### config.mk
export PLATFORM = sky130hd
export DESIGN_NAME = store_buffer
export DESIGN_NICKNAME = d
export VERILOG_FILES = /design/src/hdl/cache_pkg.sv /design/src/hdl/store_buffer.sv
export SDC_FILE = /design/constraint.sdc
export NUM_CORES = 1
export LEC_CHECK = 0
export ABC_AREA = 1
export BUFFER_PORTS_ARGS = -buffer_cell sky130_fd_sc_hd__buf_2
export CORE_UTILIZATION = 40
export CTS_CLUSTER_SIZE = 24
export DETAILED_ROUTE_END_ITERATION = 7
export GPL_TIMING_DRIVEN = 1
export PLACE_DENSITY = 0.81
export SETUP_SLACK_MARGIN = 0.15
export SYNTH_ARGS = -nofsm -noshare
export SYNTH_HDL_FRONTEND = slang
export SYNTH_SLANG_ARGS = --single-unit
### constraint.sdc
create_clock -name clk -period 0.8 [get_ports clk]
set_clock_uncertainty 0.05 [all_clocks]
set_input_delay 0.04 -clock clk [delete_from_list [all_inputs] [get_ports clk]]
set_output_delay 0.04 -clock clk [all_outputs]
set_load 0.02 [all_outputs]
### src/hdl/cache_pkg.sv
// data cache shared types
package cache_pkg;

    // address fields of a cpu request
    typedef logic [19:0] tag_t;
    typedef logic [7:0]  index_t;
    typedef logic [3:0]  offset_t;
    typedef logic [1:0]  bank_t;      // word within a line

    localparam int SETS = 1 << $bits(index_t);

    typedef logic [31:0]  word_t;
    typedef logic [3:0]   strb_t;
    typedef logic [127:0] line_t;     // four banks, bank 0 in the low word
    typedef logic [31:0]  addr_t;
    typedef logic         way_t;
    typedef logic [20:0]  tagv_t;     // {tag, valid}

    // cpu op field
    localparam logic OP_READ  = 1'b0;
    localparam logic OP_WRITE = 1'b1;

    // memory request types, whole line only
    localparam logic [2:0] RD_BLOCK = 3'b100;
    localparam logic [2:0] WR_BLOCK = 3'b100;

    typedef enum logic [2:0] {
        idle,
        lookup,
        miss,       // victim read, dirty write-back
        replace,    // refill request
        refill
    } main_state_t;

    typedef enum logic {
        sbuf_idle,
        sbuf_write
    } sbuf_state_t;

endpackage

### src/hdl/store_buffer.sv
// one-entry store buffer
`timescale 1ns/1ps

module store_buffer (
    input  logic              clk,
    input  logic              resetn,
    input  logic              load,
    input  cache_pkg::way_t   way,
    input  cache_pkg::bank_t  bank,
    input  cache_pkg::index_t index,
    input  cache_pkg::strb_t  strb,
    input  cache_pkg::word_t  wdata,
    input  logic              req_valid,
    input  logic              req_op,
    input  cache_pkg::bank_t  req_bank,
    output logic              wr_en,
    output cache_pkg::way_t   wr_way,
    output cache_pkg::bank_t  wr_bank,
    output cache_pkg::index_t wr_index,
    output cache_pkg::strb_t  wr_strb,
    output cache_pkg::word_t  wr_data,
    output logic              hazard
);

    cache_pkg::sbuf_state_t state;

    // a fresh load keeps it in write for one more cycle
    always_ff @(posedge clk) begin
        if (!resetn) begin
            state <= cache_pkg::sbuf_idle;
        end else begin
            case (state)
                cache_pkg::sbuf_idle:  state <= load ? cache_pkg::sbuf_write : cache_pkg::sbuf_idle;
                cache_pkg::sbuf_write: state <= load ? cache_pkg::sbuf_write : cache_pkg::sbuf_idle;
                default:               state <= cache_pkg::sbuf_idle;
            endcase
        end
    end

    always_ff @(posedge clk) begin
        if (load) begin
            wr_way   <= way;
            wr_bank  <= bank;
            wr_index <= index;
            wr_strb  <= strb;
            wr_data  <= wdata;
        end
    end

    assign wr_en  = (state == cache_pkg::sbuf_write);
    assign hazard = wr_en && req_valid && (req_op == cache_pkg::OP_READ) && (req_bank == wr_bank);

endmodule

[Word-level counts from Yosys, hierarchy flattened]
Index checks and enable logic that the tools add are counted.
Storage, ports and cells
  register bits: 48
  logic and storage cells: 12
  input port bits: 54
  output and inout port bits: 49
Cells by class
  bitwise operators: 1
  reduce and logical (&&, ||, !) cells: 3
  multiplexer cells: 1
  equal/unequal tests: 1
Operators by type and width (count)
  $logic_and A1 B1 Y1: 3
  $eq A2 B2 Y1: 1
  $mux W1: 1
  $not A1 Y1: 1

[Depth between registers and ports, before layout]
  depth after elaboration: 3
  mapped depth: 5
  mapped depth without buffers: 5

[Least setup slack after synthesis]
Ideal clock, no wire load.
  path type: reg2out
  start: register wr_bank[0]
  end: output port hazard
  data required time: 710 ps
  data arrival time: 986 ps
  buffers on the path: 0
  slack: -276 ps
  stages on the path, launching flop included: 3
  cell sequence: edfxtp_1 xor2_1 nor2_1
Between the ends
  cells in the longest elaborated chain, start to end: 2
Ends and longest elaborated chain
  from (decl): line store_buffer.sv:18  | output cache_pkg::bank_t wr_bank,
  from (signal assigned): line store_buffer.sv:43  | wr_bank <= bank;
  $eq A2 B2 Y1: line store_buffer.sv:51  | assign hazard = wr_en && req_valid && (req_op == cache_pkg::OP_READ) && (req_bank == wr_bank);
  $logic_and A1 B1 Y1: line store_buffer.sv:51
  to (decl): line store_buffer.sv:22  | output logic hazard
Every way passes these cells.

[Final worst setup path]
  start: register wr_bank[1]
  end: output port hazard
Same word-level chain as after synthesis.

==> reports/results.tsv <==
metric	value	unit
status	finished, violations left	
violations	negative hold slack, negative setup slack	
vdd_drop_max	1.28	mV
min_from	wdata[10]	
grt_pass1_wl	4310	microns
met2_length	1660	microns
grt_max_degree	27	
dr_wl_met3	268	microns
antenna_found_initial	0	
place.gp.congestion	0.614	
p_per_area	2260	nW/um^2
p_leak	0.00105	uW
cts.sinks	48	
vias	977	
multiInputGateArea	61.3	sq um
yosysWarnings	0	
finalSetupViolCount	49	
drtAntennaViolNets	0	
max_cap_viol_count	0	
routed_wl	3180	microns
clock-root-buffer	clkbuf_8	
synth_top_cell_by_area	edfxtp_1	
worst_slew_pin_slew	0.171	ns
critPathLaunchType	flop	
port_buffers	102	
die_y	62.9	microns
fp-row-count	21	
path_clk_slew	0.08	ns
synth_area	1480	sq um
drv_slew	0	
synth_top_area_share	95.1	%
crit_type	flop to primary output	
drtIter0Drc	50	
drc	0	
fin_crit_sh	152	%
clockBufferDepth	2	
hold_viol_final	48	
cts_tree	yes	
path_max_fanout	3	
ctsHtreeMaxLevel	2	
whs	-0.120	ns
end_kind	primary output	
grt_overflow	0	
dieWidth	62.9	microns
yosysUniqueCellTypes	7	
grt.total_usage	14.8	%
highest_layer	met4	
syn_area_per_cell	24.7	sq um
diodes	0	
slew-limit-headroom	88.6	%
crit_start	wr_bank[1]	
die_area	3960	sq um
syn-num-nets	114	
ys_seq_elements	48	
regArea	1430	sq um
start_util	43.1	%
nNetsFinal	225	
min_path_cells	1	
drive_gt1_share	67.4	%
min_period	1.22	ns
total_power	5460	uW
wirelength_met1	1190	microns
io_pins	103	
synthCells	60	
core	3440	sq um
worst_slack	-0.417	ns
fin_util	70.1	%
fmax	0.821	GHz
firstDrtPassIters	4	
fill_cells	237	
cp.arrival	1.13	ns
ys_top_cells_by_area	edfxtp_1 (95%), nand2_1 (1.5%), dfxtp_1 (1.3%)	
hp-class	input pin to flop	
numCtsBuffers	5	
routedWlPerCell	14.6	microns
worst_ep_required_time	0.71	ns
rsz0062_at_grt	yes	
area.growth.synth_to_final	62.6	%
grt_pass1_vias	914	
vias_per_cell	4.48	
ys_seq_area_share	96.5	%
==> worst max-delay path, cell delays in order (launching register included) <==
cell and delay, ns:
edfxtp_1 0.40, inv_1 0.08, nand2_1 0.06, nand2_2 0.06
nand2_2 0.06, nor2_4 0.08, buf_6 0.12
==> layer usage <==
metal | vias up | global-route usage [%]
li1 | 444 | -
met1 | 455 | 17.2
met2 | 74 | 23.9
met3 | 4 | 5.47
met4 | 0 | 7.27
met5 | - | 0
==> power by group <==
part | switching, uW | internal [uW]
Sequential | 79.2 | 2980
Combinational | 420 | 380
Clock | 693 | 910
==> logic make-up after synthesis <==
logic type,count (synthesis),share of synthesized area [%]
xor gates and xnor gates,1,0.590
DFF,48,96.5
buffers and inverters,3,0.759
and+or+nand+nor,8,2.19
==> cell usage after synthesis <==
cell      count
dfxtp_1       1
inv_1         3
edfxtp_1     47
nand2_1       6
xor2_1        1
nor2_2        1
nor2_1        1
==> layout make-up <==
cell class | count | area share, %
Timing Repair Buffer | 104 | 30.8
Clock inverter | 3 | 1.56
Tap cell | 46 | 2.38
Multi-Input combinational cell | 9 | 2.54
Sequential cell | 48 | 59.4
Inverter | 3 | 0.467
Clock buffer | 5 | 2.85
==> sequential cells by signal (all words and copies together), names as in the netlist <==
| register | cells |
|---|---|
| wr_data | 32 |
| wr_bank | 2 |
| wr_en | 1 |
| wr_index | 8 |
| wr_strb | 4 |
| wr_way | 1 |
==> stage by stage <==
| stage | instance area, sq um | instances | setup WS (ns) | setup TNS, ns |
|---|---|---|---|---|
| final | 2410 | 218 | -0.417 | -5.28 |
| after global placement | 2100 | 210 | -0.117 | -0.117 |
| after detailed placement | 2100 | 210 | -0.184 | -0.184 |
| after floorplan | 1490 | 60 | -0.171 | -0.171 |
| after global routing | 2410 | 218 | -0.479 | -7.06 |
| after CTS | 2250 | 218 | -0.450 | -5.59 |
==> layout by cell type (no fill, tap or decap) <==
master	instances
edfxtp_1	47
inv_1	3
bufinv_16	1
buf_6	31
clkinv_1	2
nor2_2	1
buf_2	71
nand2_1	4
buf_12	2
nand2_2	2
nor2_4	1
clkbuf_8	5
dfxtp_2	1
xor2_2	1
==> repair_timing <==
action                     CTS  global route
gates resized for setup     13            52
hold endpoints to repair    48            49
setup endpoints to repair   49            49
buffers inserted             0             0
gates cloned                 0             0
pin swaps                    2             2
==> final timing paths <==
path	slack, ns	end
max	-0.42	hazard
min	-0.12	wr_data[10]
No activity file was read; power rests on OpenSTA's default activity.
