[src/hdl/cache_pkg.sv]
// data cache shared types
package cache_pkg;

    // address fields of a cpu request
    typedef logic [19:0] tag_t;
    typedef logic [7:0]  index_t;
    typedef logic [3:0]  offset_t;
    typedef logic [1:0]  bank_t;      // word within a line

    localparam int SETS = 1 << $bits(index_t);

    typedef logic [31:0]  word_t;
    typedef logic [3:0]   strb_t;
    typedef logic [127:0] line_t;     // four banks, bank 0 in the low word
    typedef logic [31:0]  addr_t;
    typedef logic         way_t;
    typedef logic [20:0]  tagv_t;     // {tag, valid}

    // cpu op field
    localparam logic OP_READ  = 1'b0;
    localparam logic OP_WRITE = 1'b1;

    // memory request types, whole line only
    localparam logic [2:0] RD_BLOCK = 3'b100;
    localparam logic [2:0] WR_BLOCK = 3'b100;

    typedef enum logic [2:0] {
        idle,
        lookup,
        miss,       // victim read, dirty write-back
        replace,    // refill request
        refill
    } main_state_t;

    typedef enum logic {
        sbuf_idle,
        sbuf_write
    } sbuf_state_t;

endpackage

[src/hdl/cache_ctrl.sv]
// cache main controller
`timescale 1ns/1ps

module cache_ctrl #(
    parameter logic [2:0] LFSR_SEED = 3'b111
) (
    input  logic                   clk,
    input  logic                   resetn,
    input  logic                   valid,
    input  logic                   op,
    input  cache_pkg::index_t      index,
    input  cache_pkg::tag_t        tag,
    input  cache_pkg::offset_t     offset,
    input  cache_pkg::strb_t       wstrb,
    input  cache_pkg::word_t       wdata,
    output logic                   addr_ok,
    output logic                   data_ok,
    output cache_pkg::word_t       rdata,
    output logic                   rd_req,
    output logic [2:0]             rd_type,
    output cache_pkg::addr_t       rd_addr,
    input  logic                   rd_rdy,
    input  logic                   ret_valid,
    input  logic                   ret_last,
    input  cache_pkg::word_t       ret_data,
    output logic                   wr_req,
    output logic [2:0]             wr_type,
    output cache_pkg::addr_t       wr_addr,
    output cache_pkg::line_t       wr_data,
    input  logic                   wr_rdy,
    input  cache_pkg::tagv_t [1:0] way_tagv,
    input  logic [1:0]             way_dirty,
    input  cache_pkg::line_t [1:0] way_line,
    input  logic                   sbuf_hazard,
    output cache_pkg::index_t      tag_index,
    output logic                   tag_en,
    output logic [1:0]             tag_we,
    output cache_pkg::tagv_t       tag_wdata,
    output logic                   dirty_clear,
    output cache_pkg::way_t        victim,
    output logic                   victim_read,
    output logic                   lookup_en,
    output cache_pkg::bank_t       lookup_bank,
    output logic                   fill_we,
    output cache_pkg::bank_t       fill_bank,
    output cache_pkg::word_t       fill_word,
    output logic                   sbuf_load,
    output cache_pkg::way_t        sbuf_way,
    output cache_pkg::bank_t       sbuf_bank,
    output cache_pkg::index_t      sbuf_index,
    output cache_pkg::strb_t       sbuf_strb,
    output cache_pkg::word_t       sbuf_wdata
);

    cache_pkg::main_state_t state;
    cache_pkg::main_state_t next_state;

    // request buffer
    logic               req_op;
    cache_pkg::tag_t    req_tag;
    cache_pkg::index_t  req_index;
    cache_pkg::offset_t req_offset;
    cache_pkg::strb_t   req_strb;
    cache_pkg::word_t   req_wdata;
    cache_pkg::bank_t   req_bank;

    logic [1:0]         way_hit;
    logic               cache_hit;
    logic               store_hit;
    logic               raw_hazard;
    logic               accept;
    logic               victim_ready;     // victim line valid at the array output
    logic               victim_dirty;
    logic               fill_hit;         // refill beat with the requested word
    logic               write_miss_beat;
    logic [2:0]         lfsr;
    cache_pkg::bank_t   fill_cnt;
    cache_pkg::word_t   strb_mask;
    cache_pkg::word_t   hit_word;

    assign req_bank = req_offset[3:2];

    always_ff @(posedge clk) begin
        if (accept) begin
            req_op     <= op;
            req_tag    <= tag;
            req_index  <= index;
            req_offset <= offset;
            req_strb   <= wstrb;
            req_wdata  <= wdata;
        end
    end

    // tag compare on both ways
    always_comb begin
        for (int i = 0; i < 2; i++) begin
            way_hit[i] = way_tagv[i][0]
                         && (way_tagv[i][$bits(cache_pkg::tagv_t)-1:1] == req_tag);
        end
    end

    assign cache_hit = |way_hit;
    assign store_hit = (state == cache_pkg::lookup) && cache_hit && (req_op == cache_pkg::OP_WRITE);
    assign hit_word  = way_line[way_hit[1]][req_bank*32 +: 32];

    // new read of the very word that is being stored
    assign raw_hazard = store_hit && valid && (op == cache_pkg::OP_READ)
                        && ({tag, index, offset[3:2]} == {req_tag, req_index, req_bank});

    assign addr_ok = ((state == cache_pkg::idle) && !sbuf_hazard)
                     || ((state == cache_pkg::lookup) && cache_hit && !raw_hazard && !sbuf_hazard);
    assign accept  = valid && addr_ok;

    always_ff @(posedge clk) begin
        if (!resetn) begin
            state <= cache_pkg::idle;
        end else begin
            state <= next_state;
        end
    end

    always_comb begin
        next_state = state;
        case (state)
            cache_pkg::idle: begin
                if (accept)
                    next_state = cache_pkg::lookup;
            end
            cache_pkg::lookup: begin
                if (!cache_hit)
                    next_state = cache_pkg::miss;
                else if (!accept)
                    next_state = cache_pkg::idle;
            end
            cache_pkg::miss: begin
                if (victim_ready && (!victim_dirty || wr_rdy))
                    next_state = cache_pkg::replace;
            end
            cache_pkg::replace: begin
                if (rd_rdy)
                    next_state = cache_pkg::refill;
            end
            cache_pkg::refill: begin
                if (ret_valid && ret_last)
                    next_state = cache_pkg::idle;
            end
            default: next_state = cache_pkg::idle;
        endcase
    end

    always_ff @(posedge clk) begin
        if (!resetn) begin
            victim_ready <= 1'b0;
            fill_cnt     <= '0;
            lfsr         <= LFSR_SEED;
        end else begin
            victim_ready <= (state == cache_pkg::miss);   // first miss cycle issues the read
            if (fill_we)
                fill_cnt <= fill_cnt + 1'b1;
            if (fill_we && ret_last)
                lfsr <= {lfsr[0], lfsr[2] ^ lfsr[0], lfsr[1]};
        end
    end

    assign victim       = lfsr[0];
    assign victim_dirty = way_dirty[victim] && way_tagv[victim][0];
    assign victim_read  = (state == cache_pkg::miss) || (state == cache_pkg::replace);

    // refill, store bytes merged into the requested word
    assign fill_we   = (state == cache_pkg::refill) && ret_valid;
    assign fill_bank = fill_cnt;
    assign fill_hit  = fill_we && (fill_cnt == req_bank);
    assign strb_mask = {{8{req_strb[3]}}, {8{req_strb[2]}}, {8{req_strb[1]}}, {8{req_strb[0]}}};
    assign write_miss_beat = fill_hit && (req_op == cache_pkg::OP_WRITE);
    assign fill_word = write_miss_beat ? ((req_wdata & strb_mask) | (ret_data & ~strb_mask))
                                       : ret_data;

    assign data_ok = ((state == cache_pkg::lookup) && cache_hit) || fill_hit;
    assign rdata   = (state == cache_pkg::refill) ? ret_data : hit_word;

    assign rd_req  = (state == cache_pkg::replace);
    assign rd_type = cache_pkg::RD_BLOCK;
    assign rd_addr = {req_tag, req_index, {$bits(cache_pkg::offset_t){1'b0}}};

    assign wr_req  = (state == cache_pkg::miss) && victim_ready && victim_dirty;
    assign wr_type = cache_pkg::WR_BLOCK;
    assign wr_addr = {way_tagv[victim][$bits(cache_pkg::tagv_t)-1:1], req_index,
                      {$bits(cache_pkg::offset_t){1'b0}}};
    assign wr_data = way_line[victim];

    // new index while taking requests, buffered index otherwise
    assign tag_index = ((state == cache_pkg::idle) || (state == cache_pkg::lookup)) ? index
                                                                                      : req_index;
    assign tag_en      = accept || fill_hit;
    assign tag_we      = {2{fill_hit}} & {victim, ~victim};
    assign tag_wdata   = {req_tag, 1'b1};
    assign dirty_clear = fill_hit;
    assign lookup_en   = accept;
    assign lookup_bank = offset[3:2];

    // a write miss also goes through the store buffer so the new line ends up dirty
    assign sbuf_load  = store_hit || write_miss_beat;
    assign sbuf_way   = (state == cache_pkg::refill) ? victim : way_hit[1];
    assign sbuf_bank  = req_bank;
    assign sbuf_index = req_index;
    assign sbuf_strb  = req_strb;
    assign sbuf_wdata = req_wdata;

endmodule

[config.mk]
export PLATFORM = sky130hd
export DESIGN_NAME = cache_ctrl
export DESIGN_NICKNAME = d
export VERILOG_FILES = /design/src/hdl/cache_pkg.sv /design/src/hdl/cache_ctrl.sv
export SDC_FILE = /design/constraint.sdc
export NUM_CORES = 1
export LEC_CHECK = 0
export BUFFER_PORTS_ARGS = -buffer_cell sky130_fd_sc_hd__buf_2
export CORE_AREA = 5 5 295 297
export CTS_CLUSTER_DIAMETER = 40
export DETAILED_ROUTE_END_ITERATION = 10
export DIE_AREA = 0 0 300 302
export MAX_ROUTING_LAYER = met4
export PLACE_DENSITY = 0.33
export SLEW_MARGIN = 0
export SYNTH_ARGS = -nofsm -noshare
export SYNTH_HDL_FRONTEND = slang
export SYNTH_SLANG_ARGS = --single-unit
[constraint.sdc]
create_clock -name clk -period 5.5 [get_ports clk]
set_input_delay 0.275 -clock clk [delete_from_list [all_inputs] [get_ports clk]]
set_output_delay 0.275 -clock clk [all_outputs]
set_load 0.05 [all_outputs]
# ---- After elaboration in Yosys (flattened, before gate mapping)
# Cells that the tools add are included.
dict set report totals {
  word_cells 87
  in_bits 409
  out_inout_bits 355
  register_bits 78
}
dict set report op_classes {
  bitwise_logic 8
  n_mux 19
  n_lt_le_gt_ge 2
  addsub 1
  shifts 1
  eq_ne 13
  reduce_logical 33
}
# cell n
set ops {}
lappend ops {{two-way mux 128 bit} 4}
lappend ops {{indexed part select 128 x 8 -> 32 bit} 1}
lappend ops {{bitwise AND 32 bit} 2}
lappend ops {{two-way mux 32 bit} 2}
lappend ops {{two-way mux 21 bit} 2}
lappend ops {{equality test 20 bit} 2}
lappend ops {{inverter 32 bit} 1}
lappend ops {{bitwise OR 32 bit} 1}
lappend ops {{equality test 30 bit} 1}
lappend ops {{logical AND 1 bit} 20}
lappend ops {{two-way mux 3 bit} 6}
lappend ops {{one-hot mux 3 bit (5 select lines)} 1}
lappend ops {{two-way mux 8 bit} 1}
lappend ops {{logical OR 1 bit} 7}
lappend ops {{equality test 3 x 2 -> 1 bit (second input constant)} 2}
lappend ops {{inequality test 2 bit (second input constant)} 3}
lappend ops {{AND reduction 5 bit} 1}
lappend ops {{< comparator 1 x 2 -> 1 bit (second input constant)} 2}
lappend ops {{equality test 3 x 1 -> 1 bit (second input constant)} 1}
lappend ops {{equality test 3 bit (second input constant)} 1}
lappend ops {{logical NOT 1 bit} 3}
lappend ops {{logical NOT 3 bit} 1}
lappend ops {{two-way mux 1 bit} 3}
lappend ops {{inequality test 3 bit (second input constant)} 1}
lappend ops {{7 further kinds} 8}

# ---- Depth between registers and ports, before layout
# Gate-level depths: netlist of the first run.
dict set report depth {
  ltp_word 16
  ltp_mapped 8
  depth_no_buf 6
}

# ---- Least setup slack after synthesis of the first run
# Ideal clock, no wire load.
dict set report synth_timing {
  path_kind {reg-to-reg}
  from {register req_tag[0]}
  to {register req_offset[2], enable pin}
  path_slack_ps -711
  path_stages_with_launch 7
  required_ps 4977
  arrival_time_ps 5688
  setup_time_ps 523
  path_buffers 0
  period_less_slack_ps 6211
  path_cell_list {edfxtp_1 xor2_1 or4b_1 nor4_4 a22oi_1 o21a_1 nor2_1}
}
dict set report synth_between {
  elab_chain_len 13
  elab_cells_between_ends 16
  cone_classes {eq/ne (3); reduce/logical (13)}
}
# item line_no
set synth_rtl {}
lappend synth_rtl {{from (decl)} cache_ctrl.sv:60} ;# cache_pkg::tag_t req_tag;
lappend synth_rtl {{from (signal assigned)} cache_ctrl.sv:86} ;# req_tag <= tag;
lappend synth_rtl {{equality test 20 bit} cache_ctrl.sv:98} ;# && (way_tagv[i][$bits(cache_pkg::tagv_t)-1:1] == req_tag);
lappend synth_rtl {{logical AND 1 bit} cache_ctrl.sv:98}
lappend synth_rtl {{OR reduction 2 bit} cache_ctrl.sv:102} ;# assign cache_hit = |way_hit;
lappend synth_rtl {{logical AND 1 bit} {cache_ctrl.sv:103, cache_ctrl.sv:111}}
lappend synth_rtl {{logical AND 1 bit} cache_ctrl.sv:103} ;# assign store_hit = (state == cache_pkg::lookup) && cache_hit && (req_op == cache_pkg::OP_WRITE);
lappend synth_rtl {{logical AND 1 bit (2 in series)} cache_ctrl.sv:107} ;# assign raw_hazard = store_hit && valid && (op == cache_pkg::OP_READ)
lappend synth_rtl {{logical AND 1 bit} cache_ctrl.sv:108} ;# && ({tag, index, offset[3:2]} == {req_tag, req_index, req_bank});
lappend synth_rtl {{logical NOT 1 bit} cache_ctrl.sv:111} ;# || ((state == cache_pkg::lookup) && cache_hit && !raw_hazard && !sbuf_hazard);
lappend synth_rtl {{logical AND 1 bit * (2 in series)} cache_ctrl.sv:111}
lappend synth_rtl {{logical OR 1 bit *} cache_ctrl.sv:111}
lappend synth_rtl {{logical AND 1 bit *} cache_ctrl.sv:112} ;# assign accept = valid && addr_ok;
lappend synth_rtl {{via lookup_en} cache_ctrl.sv:42} ;# output logic lookup_en,
lappend synth_rtl {{to (signal assigned)} cache_ctrl.sv:88} ;# req_offset <= offset;
lappend synth_rtl {{to (decl)} cache_ctrl.sv:62} ;# cache_pkg::offset_t req_offset;
# The timed path passes the listed nets; every way through them passes the cells marked *.
# A chain may end at the register's enable or synchronous reset.

# ---- Worst setup path after layout of the first run
dict set report layout_timing {
  from {register req_tag[2]}
  to {output rdata[29]}
}
dict set report layout_between {
  elab_chain_len 6
}
# item line_no
set layout_rtl {}
lappend layout_rtl {{equality test 20 bit} cache_ctrl.sv:98}
lappend layout_rtl {{logical AND 1 bit} cache_ctrl.sv:98}
lappend layout_rtl {{two-way mux 128 bit (implied by the code) (2 in series)} cache_ctrl.sv:104} ;# assign hit_word = way_line[way_hit[1]][req_bank*32 +: 32];
lappend layout_rtl {{indexed part select 128 x 8 -> 32 bit} cache_ctrl.sv:104}
lappend layout_rtl {{two-way mux 32 bit} cache_ctrl.sv:179} ;# assign rdata = (state == cache_pkg::refill) ? ret_data : hit_word;
lappend layout_rtl {{to (decl)} cache_ctrl.sv:18} ;# output cache_pkg::word_t rdata,
# No other way between the ends. The select of a mux whose other input is x is not followed.

==> flow_metrics.env, run 1 <==
export IMPL_synth_adder_area_share_pct=0
export IMPL_worstPathArrival_ns=4.27
export IMPL_drc=0
export IMPL_reg2reg_to="sbuf_wdata[7]"
export IMPL_setup_viol=0
export IMPL_io_pins=764
export IMPL_multiInputGateArea_sq_um=5690
export IMPL_ys_seq_area_share_pct=26.0
export IMPL_power_uw=2570
export IMPL_final_cell_mix="746 x buf_2, 155 x mux2_2, 67 x mux2i_1, 67 x edfxtp_1, 46 x xnor2_1"
export IMPL_grt_remaining_overflow=0
export IMPL_insertion_delay_ns=0.40
export IMPL_hold_class="input port to register"
export IMPL_wl_um=63000
export IMPL_n_fill_cell=9655
export IMPL_synth_compound_area_share_pct=9.85
export IMPL_vias=9544
export IMPL_async_flop_share_pct=0
export IMPL_ant_nets=0
export IMPL_grt_start_max_net_pins=92
export IMPL_critical_path_class="register to primary output"
export IMPL_design_die_area_sq_um=90600
export IMPL_r2r_slack_ns=1.44
export IMPL_r2r_cells=7
export IMPL_cts_buffers=9
export IMPL_die_y_um=302
export IMPL_setup_worst_path_start_class="register"
export IMPL_clk_pin_slew_worst_paths_ns=0.09
export IMPL_final_layout_size_suffix_gt1_share_pct=67.1
export IMPL_worst_pin_slew_ns=1.19
export IMPL_worstPathMaxFanout=26
export IMPL_synth_area_mux_share_pct=41.5
export IMPL_dp_hpwl_um=52000
export IMPL_worst_ir_drop_vdd_v=0.000120
export IMPL_antenna_found_initial=17
export IMPL_cts_sinks=76
export IMPL_min_from="wdata[8]"
export IMPL_track_usage_pct=13.5
export IMPL_cts_resized=0
export IMPL_p_per_area_nw_per_um2=190
export IMPL_postSynthCellCount=773
export IMPL_synth_edff_count=67
export IMPL_finalCritPeriodShare_pct=82.6
export IMPL_avgSynthCellArea_sq_um=10.9
export IMPL_cts_hold_buf=2
export IMPL_slew_viol_final=0
export IMPL_rsz0062_at_grt="no"
export IMPL_first_iter_violations=558
export IMPL_ys_types=48
export IMPL_dr_pass1_iters=5
export IMPL_postCtsSetupBuffers=0
export IMPL_clockBufferDepth=2
export IMPL_finalSetupTns_ns=0
export IMPL_row_count=107
export IMPL_die_x_um=300
export IMPL_final_seq_area_sq_um=2200
export IMPL_nets=1862
export IMPL_layout_commonest_cell="buf_2"
export IMPL_core_area_sq_um=84300
export IMPL_grt_first_pass_wirelength_um=83800
export IMPL_first_global_vias=10400
export IMPL_initial_core_util_pct=10.0
export IMPL_gp_congestion=0.944
export IMPL_end_kind="primary output"
export IMPL_via_per_inst=3.73
export IMPL_io_buffer_count=746
export IMPL_wl_per_cell_um=24.7
export IMPL_synthesis_area_sq_um=8430
export IMPL_max_freq_mhz=220
export IMPL_required_ns=5.22
export IMPL_ys_ff_latch=76
export IMPL_synth_top_family_by_area="multiplexers"
export IMPL_clock_root_buffer="clkbuf_16"
export IMPL_timing_rr_start="req_tag[7]"
export IMPL_period_needed_ns=4.54
export IMPL_power_leakage_uw=0.00610
export IMPL_synthXorXnorAreaFrac_pct=7.68
export IMPL_tritoncts="built"
export IMPL_area_growth_pct=60.2
export IMPL_hold_violations=0
export IMPL_slowest_delay_ns=1.16
export IMPL_status="finished, final reports clean"
export IMPL_yosys_warnings=0
export IMPL_hold_end="sbuf_wdata[8]"
export IMPL_maxCapViolations=0
export IMPL_htree_levels=3
export IMPL_fin_skew_ns=0.0199
export IMPL_hold_depth=1
export IMPL_synth_simple_area_share_pct=7.39
export IMPL_slew_headroom_pct=18.6
export IMPL_dominantRegCellSynth="edfxtp_1"
export IMPL_slowest_stage="or4_2"
export IMPL_crit_chain="xnor2_1 -> or4b_1 -> or4_2 -> buf_4 -> o21ai_1 -> a32o_1 -> a21o_1 -> buf_2"
-- routing by layer --
layer  up-vias  global-route usage (%)  share of wire [%]  wire (um)
met5         -                       -                  0          0
met2       483                    23.5                 50      31700
met3        29                    4.05                8.1       5090
li1       4299                       -                  -          -
met4         0                    2.69                1.1        712
met1      4733                    15.5                 40      25500
-- logic make-up after synthesis --
family	Yosys count
AO/OA/AOI/OAI	112
XOR/XNOR	74
buffers and inverters	113
flip-flops	76
multiplexers	286
other	2
AND/OR/NAND/NOR	110
-- sequential cells by signal (all words and copies together) (netlist names) --
name / count
state: 3
req_tag: 20
victim_ready: 1
req_op: 1
sbuf_wdata: 32
fill_bank: 2
sbuf_strb: 4
lfsr: 3
sbuf_index: 8
req_offset: 2
-- area by class of cell --
type | instances | share of cell area, %
Multi-Input combinational cell | 597 | 42.1
Timing Repair Buffer | 767 | 28.9
Sequential cell | 76 | 16.3
Tap cell | 1090 | 10.1
Clock buffer | 9 | 1.67
Clock inverter | 7 | 0.695
Antenna cell | 9 | 0.167
Inverter | 2 | 0.0556
-- how the worst max path moves through the flow --
stage | start | end | slack [ns] | cells after the start
after floorplan | req_tag[0] | req_offset[2] | 0.65 | 6
after global placement | req_tag[2] | rdata[25] | 1.34 | 8
after detailed placement | req_tag[2] | rdata[25] | 1.28 | 8
after CTS | req_tag[2] | rdata[25] | 0.80 | 8
after global routing | req_tag[2] | rdata[25] | 0.75 | 8
final | req_tag[2] | rdata[29] | 0.96 | 8
-- cells in the mapped netlist (9+ instances only) --
cell type | count | area (sq um)
buf_4 | 56 | 420
nand3_1 | 38 | 190
o21ai_1 | 20 | 100
nand2_1 | 18 | 67.6
mux2_1 | 32 | 360
dfxtp_1 | 9 | 180
nor4_1 | 11 | 68.8
clkbuf_1 | 50 | 188
edfxtp_1 | 67 | 2010
mux4_2 | 32 | 721
mux2_2 | 155 | 1750
a21o_1 | 32 | 240
a32o_1 | 32 | 320
xnor2_1 | 46 | 403
nand4_1 | 11 | 68.8
o21ai_0 | 16 | 80.1
mux2i_1 | 67 | 671
xor2_1 | 28 | 245
-- metrics by stage --
| step | hold WS [ns] | util (%) | setup WS [ns] | area, sq um | std cells |
|---|---|---|---|---|---|
| floorplan | 0.337 | - | 0.650 | 8490 | 786 |
| global placement | 0.451 | 15.6 | 1.34 | 13100 | 2530 |
| detailed placement | 0.453 | 15.6 | 1.28 | 13100 | 2530 |
| CTS | 0.00109 | 16.0 | 0.801 | 13500 | 2548 |
| global route | 0.0125 | 16.0 | 0.755 | 13500 | 2557 |
| finish | 0.0471 | 16.0 | 0.959 | 13500 | 2557 |
-- worst max-delay path, delay by kind of cell, from the launching register on --
family | cells | cell delay, ns
XOR/XNOR | 1 | 0.41
AO/OA/AOI/OAI | 3 | 0.51
flip-flops | 1 | 0.54
buffers and inverters | 2 | 0.68
AND/OR/NAND/NOR | 2 | 1.70
-- report_power, final --
group | switching, uW | internal, uW
sequential | 29.7 | 656
clock | 367 | 367
combinational | 808 | 342
No activity file was read; power rests on OpenSTA's default activity.
==> run 2: changes to the inputs <==
- clock period: 5.5 -> 3.7 ns (I/O delays scaled with it)
==> flow_metrics.env, run 2 (synthesis results as in run 1) <==
export IMPL_status="finished, final reports clean"
export IMPL_first_iter_violations=448
export IMPL_htree_levels=3
export IMPL_grt_remaining_overflow=0
export IMPL_tritoncts="built"
export IMPL_critPathBufInv=2
export IMPL_grt_first_pass_wirelength_um=85300
export IMPL_die_x_um=300
export IMPL_initial_core_util_pct=10.0
export IMPL_first_global_vias=10900
export IMPL_critical_path_class="register to primary output"
export IMPL_hold_violations=0
export IMPL_drc=0
export IMPL_dp_hpwl_um=54200
export IMPL_cts_buffers=9
export IMPL_antenna_found_initial=18
export IMPL_worstPathArrival_ns=3.38
export IMPL_track_usage_pct=13.8
export IMPL_io_pins=764
export IMPL_end_kind="primary output"
export IMPL_grt_start_max_net_pins=53
export IMPL_die_y_um=302
export IMPL_worst_pin_slew_ns=0.919
export IMPL_final_cell_mix="736 x buf_2, 155 x mux2_2, 67 x mux2i_1, 67 x edfxtp_1, 63 x dlygate4sd3_1"
export IMPL_clock_root_buffer="clkbuf_16"
export IMPL_hold_class="input port to register"
export IMPL_slew_headroom_pct=38.7
export IMPL_wl_per_cell_um=24.9
export IMPL_max_freq_mhz=280
export IMPL_slew_viol_final=0
export IMPL_power_leakage_uw=0.00657
export IMPL_period_needed_ns=3.57
export IMPL_dp_cells=2550
export IMPL_fin_skew_ns=0.0208
export IMPL_fin_util_pct=17.3
export IMPL_row_count=107
export IMPL_final_layout_size_suffix_gt1_share_pct=65.8
export IMPL_slowest_stage="or4_2"
export IMPL_setup_viol=0
export IMPL_ant_nets=0
export IMPL_via_per_inst=3.78
export IMPL_layout_commonest_cell="buf_2"
export IMPL_worst_ir_drop_vdd_v=0.000185
export IMPL_slowest_delay_ns=0.72
export IMPL_crit_chain="xnor2_2 -> or4b_4 -> or4_2 -> buf_12 -> o21ai_0 -> a32o_1 -> a21o_1 -> buf_2"
export IMPL_vias=10000
export IMPL_clockBufferDepth=2
export IMPL_required_ns=3.51
export IMPL_critPathTopFamily="simple AND/OR/NAND/NOR gates"
export IMPL_final_cell_count_no_fill=2650
export IMPL_wl_um=65900
export IMPL_core_area_sq_um=84300
export IMPL_nets=1949
export IMPL_insertion_delay_ns=0.39
export IMPL_clk_pin_slew_worst_paths_ns=0.09
export IMPL_worstPathMaxFanout=33
export IMPL_finalCritPeriodShare_pct=96.5
export IMPL_n_fill_cell=9594
export IMPL_io_buffer_count=746
export IMPL_area_growth_pct=72.9
export IMPL_design_die_area_sq_um=90600
export IMPL_gp_congestion=0.932
export IMPL_maxCapViolations=0
export IMPL_largest_reg_flops=32
export IMPL_dr_pass1_iters=7
export IMPL_setup_worst_path_start_class="register"
export IMPL_p_per_area_nw_per_um2=262
export IMPL_cts_sinks=76
[run 2: changes by cell type in the layout (fill, tap and decap cells not counted), sizes merged]
cell / before / now
buf: 765 / 781
diode: 9 / 15
clkinv: 2 / 3
clkbuf: 9 / 19
dlygate4sd3: 2 / 63
bufinv: 1 / 0
[run 2: worst register-to-register path, stage by stage (launching register included)]
cell      delay, ns
edfxtp_1       0.42
buf_4          0.19
xnor2_1        0.37
nand4_1        0.19
nor4_1         0.39
buf_4          0.18
a22oi_2        0.10
o21a_1         0.27
nor2_4         0.27
buf_4          0.40
[run 2: path summary, 6_finish.rpt]
check | slack [ns] | endpoint | cells after the start | start
setup / recovery | 0.13 | rdata[15] | 8 | req_tag[2]
hold / removal | 0.05 | sbuf_wdata[10] | 1 | wdata[10]
hold reg to reg | 0.49 | lfsr[0] | 2 | lfsr[1]
setup reg to reg | 0.56 | sbuf_wdata[2] | 9 | req_tag[0]
[run 2: cell type report]
class / instances / area, sq um / share of cell area [%]
inverter: 2 / 7.51 / 0.0515
antenna: 15 / 37.5 / 0.257
tap: 1090 / 1360 / 9.35
clock buffer: 9 / 225 / 1.54
multi-input combinational: 597 / 5750 / 39.4
clock inverter: 7 / 57.6 / 0.395
timing repair buffer: 854 / 4940 / 33.9
sequential: 76 / 2200 / 15.1
[run 2: metrics by stage]
stage	power (uW)	setup TNS, ns	hold WS [ns]	worst slack, ns	area [sq um]
CTS	3940	0	0.00484	0.00787	14400
floorplan	2130	-1.70	0.247	-0.0254	8510
detailed placement	2800	0	0.363	0.378	13400
finish	3830	0	0.0535	0.130	14600
global route	4020	-0.0266	0.00378	-0.0179	14600
global placement	2800	0	0.363	0.372	13400
[run 2: repair_timing]
item                                    4_1_cts  5_1_grt
pin swaps                                     1        2
cloned                                        0        3
endpoints found under the setup margin       16       33
buffers inserted                              1        2
gates resized for setup                       6       18
endpoints found under the hold margin        63        0
hold buffers                                 63        0
[run 2: where the power goes]
group	leakage [uW]	switching (uW)	internal, uW
Clock	0.000136	529	468
Combinational	0.00573	1240	576
Sequential	0.000698	41.3	975
[run 2: routing by layer]
metal / vias to the layer above / track usage, % / share of wire [%]
met5: - / - / 0
met4: 0 / 5.96 / 4.6
met3: 84 / 3.92 / 7.7
met2: 578 / 22.7 / 48
met1: 4852 / 15.7 / 40
li1: 4493 / - / -
==> run 3: changes to the inputs <==
- REMOVE_ABC_BUFFERS: not set -> 1
==> flow_metrics.env, run 3 (synthesis results as in run 1) <==
export IMPL_worstPathMaxFanout=8
export IMPL_clock_root_buffer="clkbuf_16"
export IMPL_switching_share_pct=46.6
export IMPL_critPathTopFamily="simple AND/OR/NAND/NOR gates"
export IMPL_setup_viol=0
export IMPL_design_die_area_sq_um=90600
export IMPL_reg2reg_to="sbuf_wdata[0]"
export IMPL_wl_um=65000
export IMPL_grt_remaining_overflow=0
export IMPL_p_seq_share_pct=25.8
export IMPL_critPathBufInv=3
export IMPL_critical_path_class="register to primary output"
export IMPL_max_freq_mhz=287
export IMPL_die_x_um=300
export IMPL_clk_pin_slew_worst_paths_ns=0.09
export IMPL_final_layout_size_suffix_gt1_share_pct=65.5
export IMPL_cts_buffers=9
export IMPL_insertion_delay_ns=0.40
export IMPL_worst_slack_ns=0.215
export IMPL_clockPowerShare_pct=28.3
export IMPL_finalCritPeriodShare_pct=94.2
export IMPL_timing_rr_start="req_tag[0]"
export IMPL_r2r_slack_ns=0.56
export IMPL_hold_end="sbuf_index[6]"
export IMPL_clockBufferDepth=2
export IMPL_dpl_cell_area_sq_um=13400
export IMPL_slowest_stage="or4_1"
export IMPL_io_buffer_count=746
export IMPL_intPower_uw=2100
export IMPL_hold_class="input port to register"
export IMPL_p_sw_uw=1830
export IMPL_hold_depth=1
export IMPL_fin_util_pct=17.3
export IMPL_io_pins=764
export IMPL_power_leakage_uw=0.00659
export IMPL_antenna_found_initial=12
export IMPL_required_ns=3.51
export IMPL_dr_pass1_iters=5
export IMPL_htree_levels=3
export IMPL_period_needed_ns=3.48
export IMPL_hold_violations=0
export IMPL_min_from="index[6]"
export IMPL_r2r_cells=8
export IMPL_largest_reg_flops=32
export IMPL_gp_congestion=0.927
export IMPL_pre_cts_slack_ns=0.234
export IMPL_initial_core_util_pct=10.0
export IMPL_worstPathArrival_ns=3.30
export IMPL_row_count=107
export IMPL_first_global_vias=10700
export IMPL_ant_nets=0
export IMPL_slowest_delay_ns=0.56
export IMPL_core_area_sq_um=84300
export IMPL_fin_area_sq_um=14600
export IMPL_tritoncts="built"
export IMPL_via_per_inst=3.77
export IMPL_worst_pin_slew_ns=0.872
export IMPL_n_fill_cell=9532
export IMPL_fin_skew_ns=0.0266
export IMPL_setup_worst_path_start_class="register"
export IMPL_final_cell_mix="736 x buf_2, 155 x mux2_2, 67 x mux2i_1, 67 x edfxtp_1, 65 x dlygate4sd3_1"
export IMPL_comb_power_share_pct=45.9
export IMPL_slew_viol_final=0
export IMPL_end_kind="primary output"
export IMPL_status="finished, final reports clean"
export IMPL_track_usage_pct=13.7
export IMPL_area_growth_pct=72.8
export IMPL_maxCapViolations=0
export IMPL_wl_per_cell_um=24.6
export IMPL_crit_chain="xor2_1 -> or4_1 -> nor4_2 -> and4_4 -> buf_12 -> clkbuf_16 -> mux4_2 -> a21o_1 -> clkbuf_4"
export IMPL_die_y_um=302
export IMPL_worst_ir_drop_vdd_v=0.000170
export IMPL_vias=9974
export IMPL_slew_headroom_pct=41.7
export IMPL_first_iter_violations=492
export IMPL_dp_hpwl_um=54500
export IMPL_nets=1952
export IMPL_rsz0062_at_grt="no"
export IMPL_drc=0
export IMPL_cts_sinks=76
export IMPL_p_per_area_nw_per_um2=270
export IMPL_grt_first_pass_wirelength_um=85200
export IMPL_grt_start_max_net_pins=55
export IMPL_layout_commonest_cell="buf_2"
## run 3: changes by cell type in the layout (fill, tap and decap cells not counted), sizes merged, moves of 2 or more
cell,previous run,this run
diode,15,9
dlygate4sd3,63,65
inv,5,7
clkinv,3,1
clkbuf,19,16
buf,781,785
## run 3: worst max path at each step
stage | depth (start not counted) | endpoint | start
after global routing | 8 | fill_word[27] | state[0]
after floorplan | 5 | req_offset[2] | req_offset[2]
final | 9 | rdata[28] | req_tag[0]
after global placement | 8 | rdata[8] | req_tag[10]
after detailed placement | 8 | rdata[8] | req_tag[10]
after CTS | 8 | rdata[13] | req_tag[0]
## run 3: layout make-up
class,instances,area (sq um),area share (%)
multi-input cells,597,5730,39.3
clock inverters,7,90.1,0.618
diodes,9,22.5,0.155
clock buffers,9,225,1.55
flip-flops and latches,76,2200,15.1
repair buffers,857,4940,33.9
well taps,1090,1360,9.36
inverters,2,7.51,0.0515
## run 3: stage by stage
step,total power [uW],hold slack [ns],TNS [ns],cells
2_1_floorplan,2100,0.247,-596.54,675
3_3_place_gp,2790,0.363,0,2547
3_5_place_dp,2790,0.363,0,2547
4_1_cts,4060,0.00395,0,2630
5_1_grt,4140,0.00669,0,2644
6_report,3940,0.0447,0,2647
## run 3: timing repair
action                                 in CTS  in global routing
pin swaps                                   1                  3
gates resized for setup                     8                 13
setup endpoints to repair                  48                 28
endpoints found under the hold margin      65                  0
buffers inserted                            2                  7
gates cloned                                0                  1
hold buffers                               65                  0
## run 3: power by group through the flow
stage               clock network (uW)  registers, uW  logic, uW
floorplan                            0           1210        890
global placement                     0           1040       1750
detailed placement                   0           1040       1750
CTS                               1220           1020       1820
global route                      1220           1020       1900
finish                            1110           1020       1810
## run 3: layer usage
metal / vias up / GRT usage [%] / wire length (um)
li1: 4501 / - / -
met1: 4909 / 16.4 / 27000
met2: 513 / 23.3 / 32100
met3: 51 / 3.46 / 4610
met4: 0 / 3.51 / 1390
met5: - / - / 0
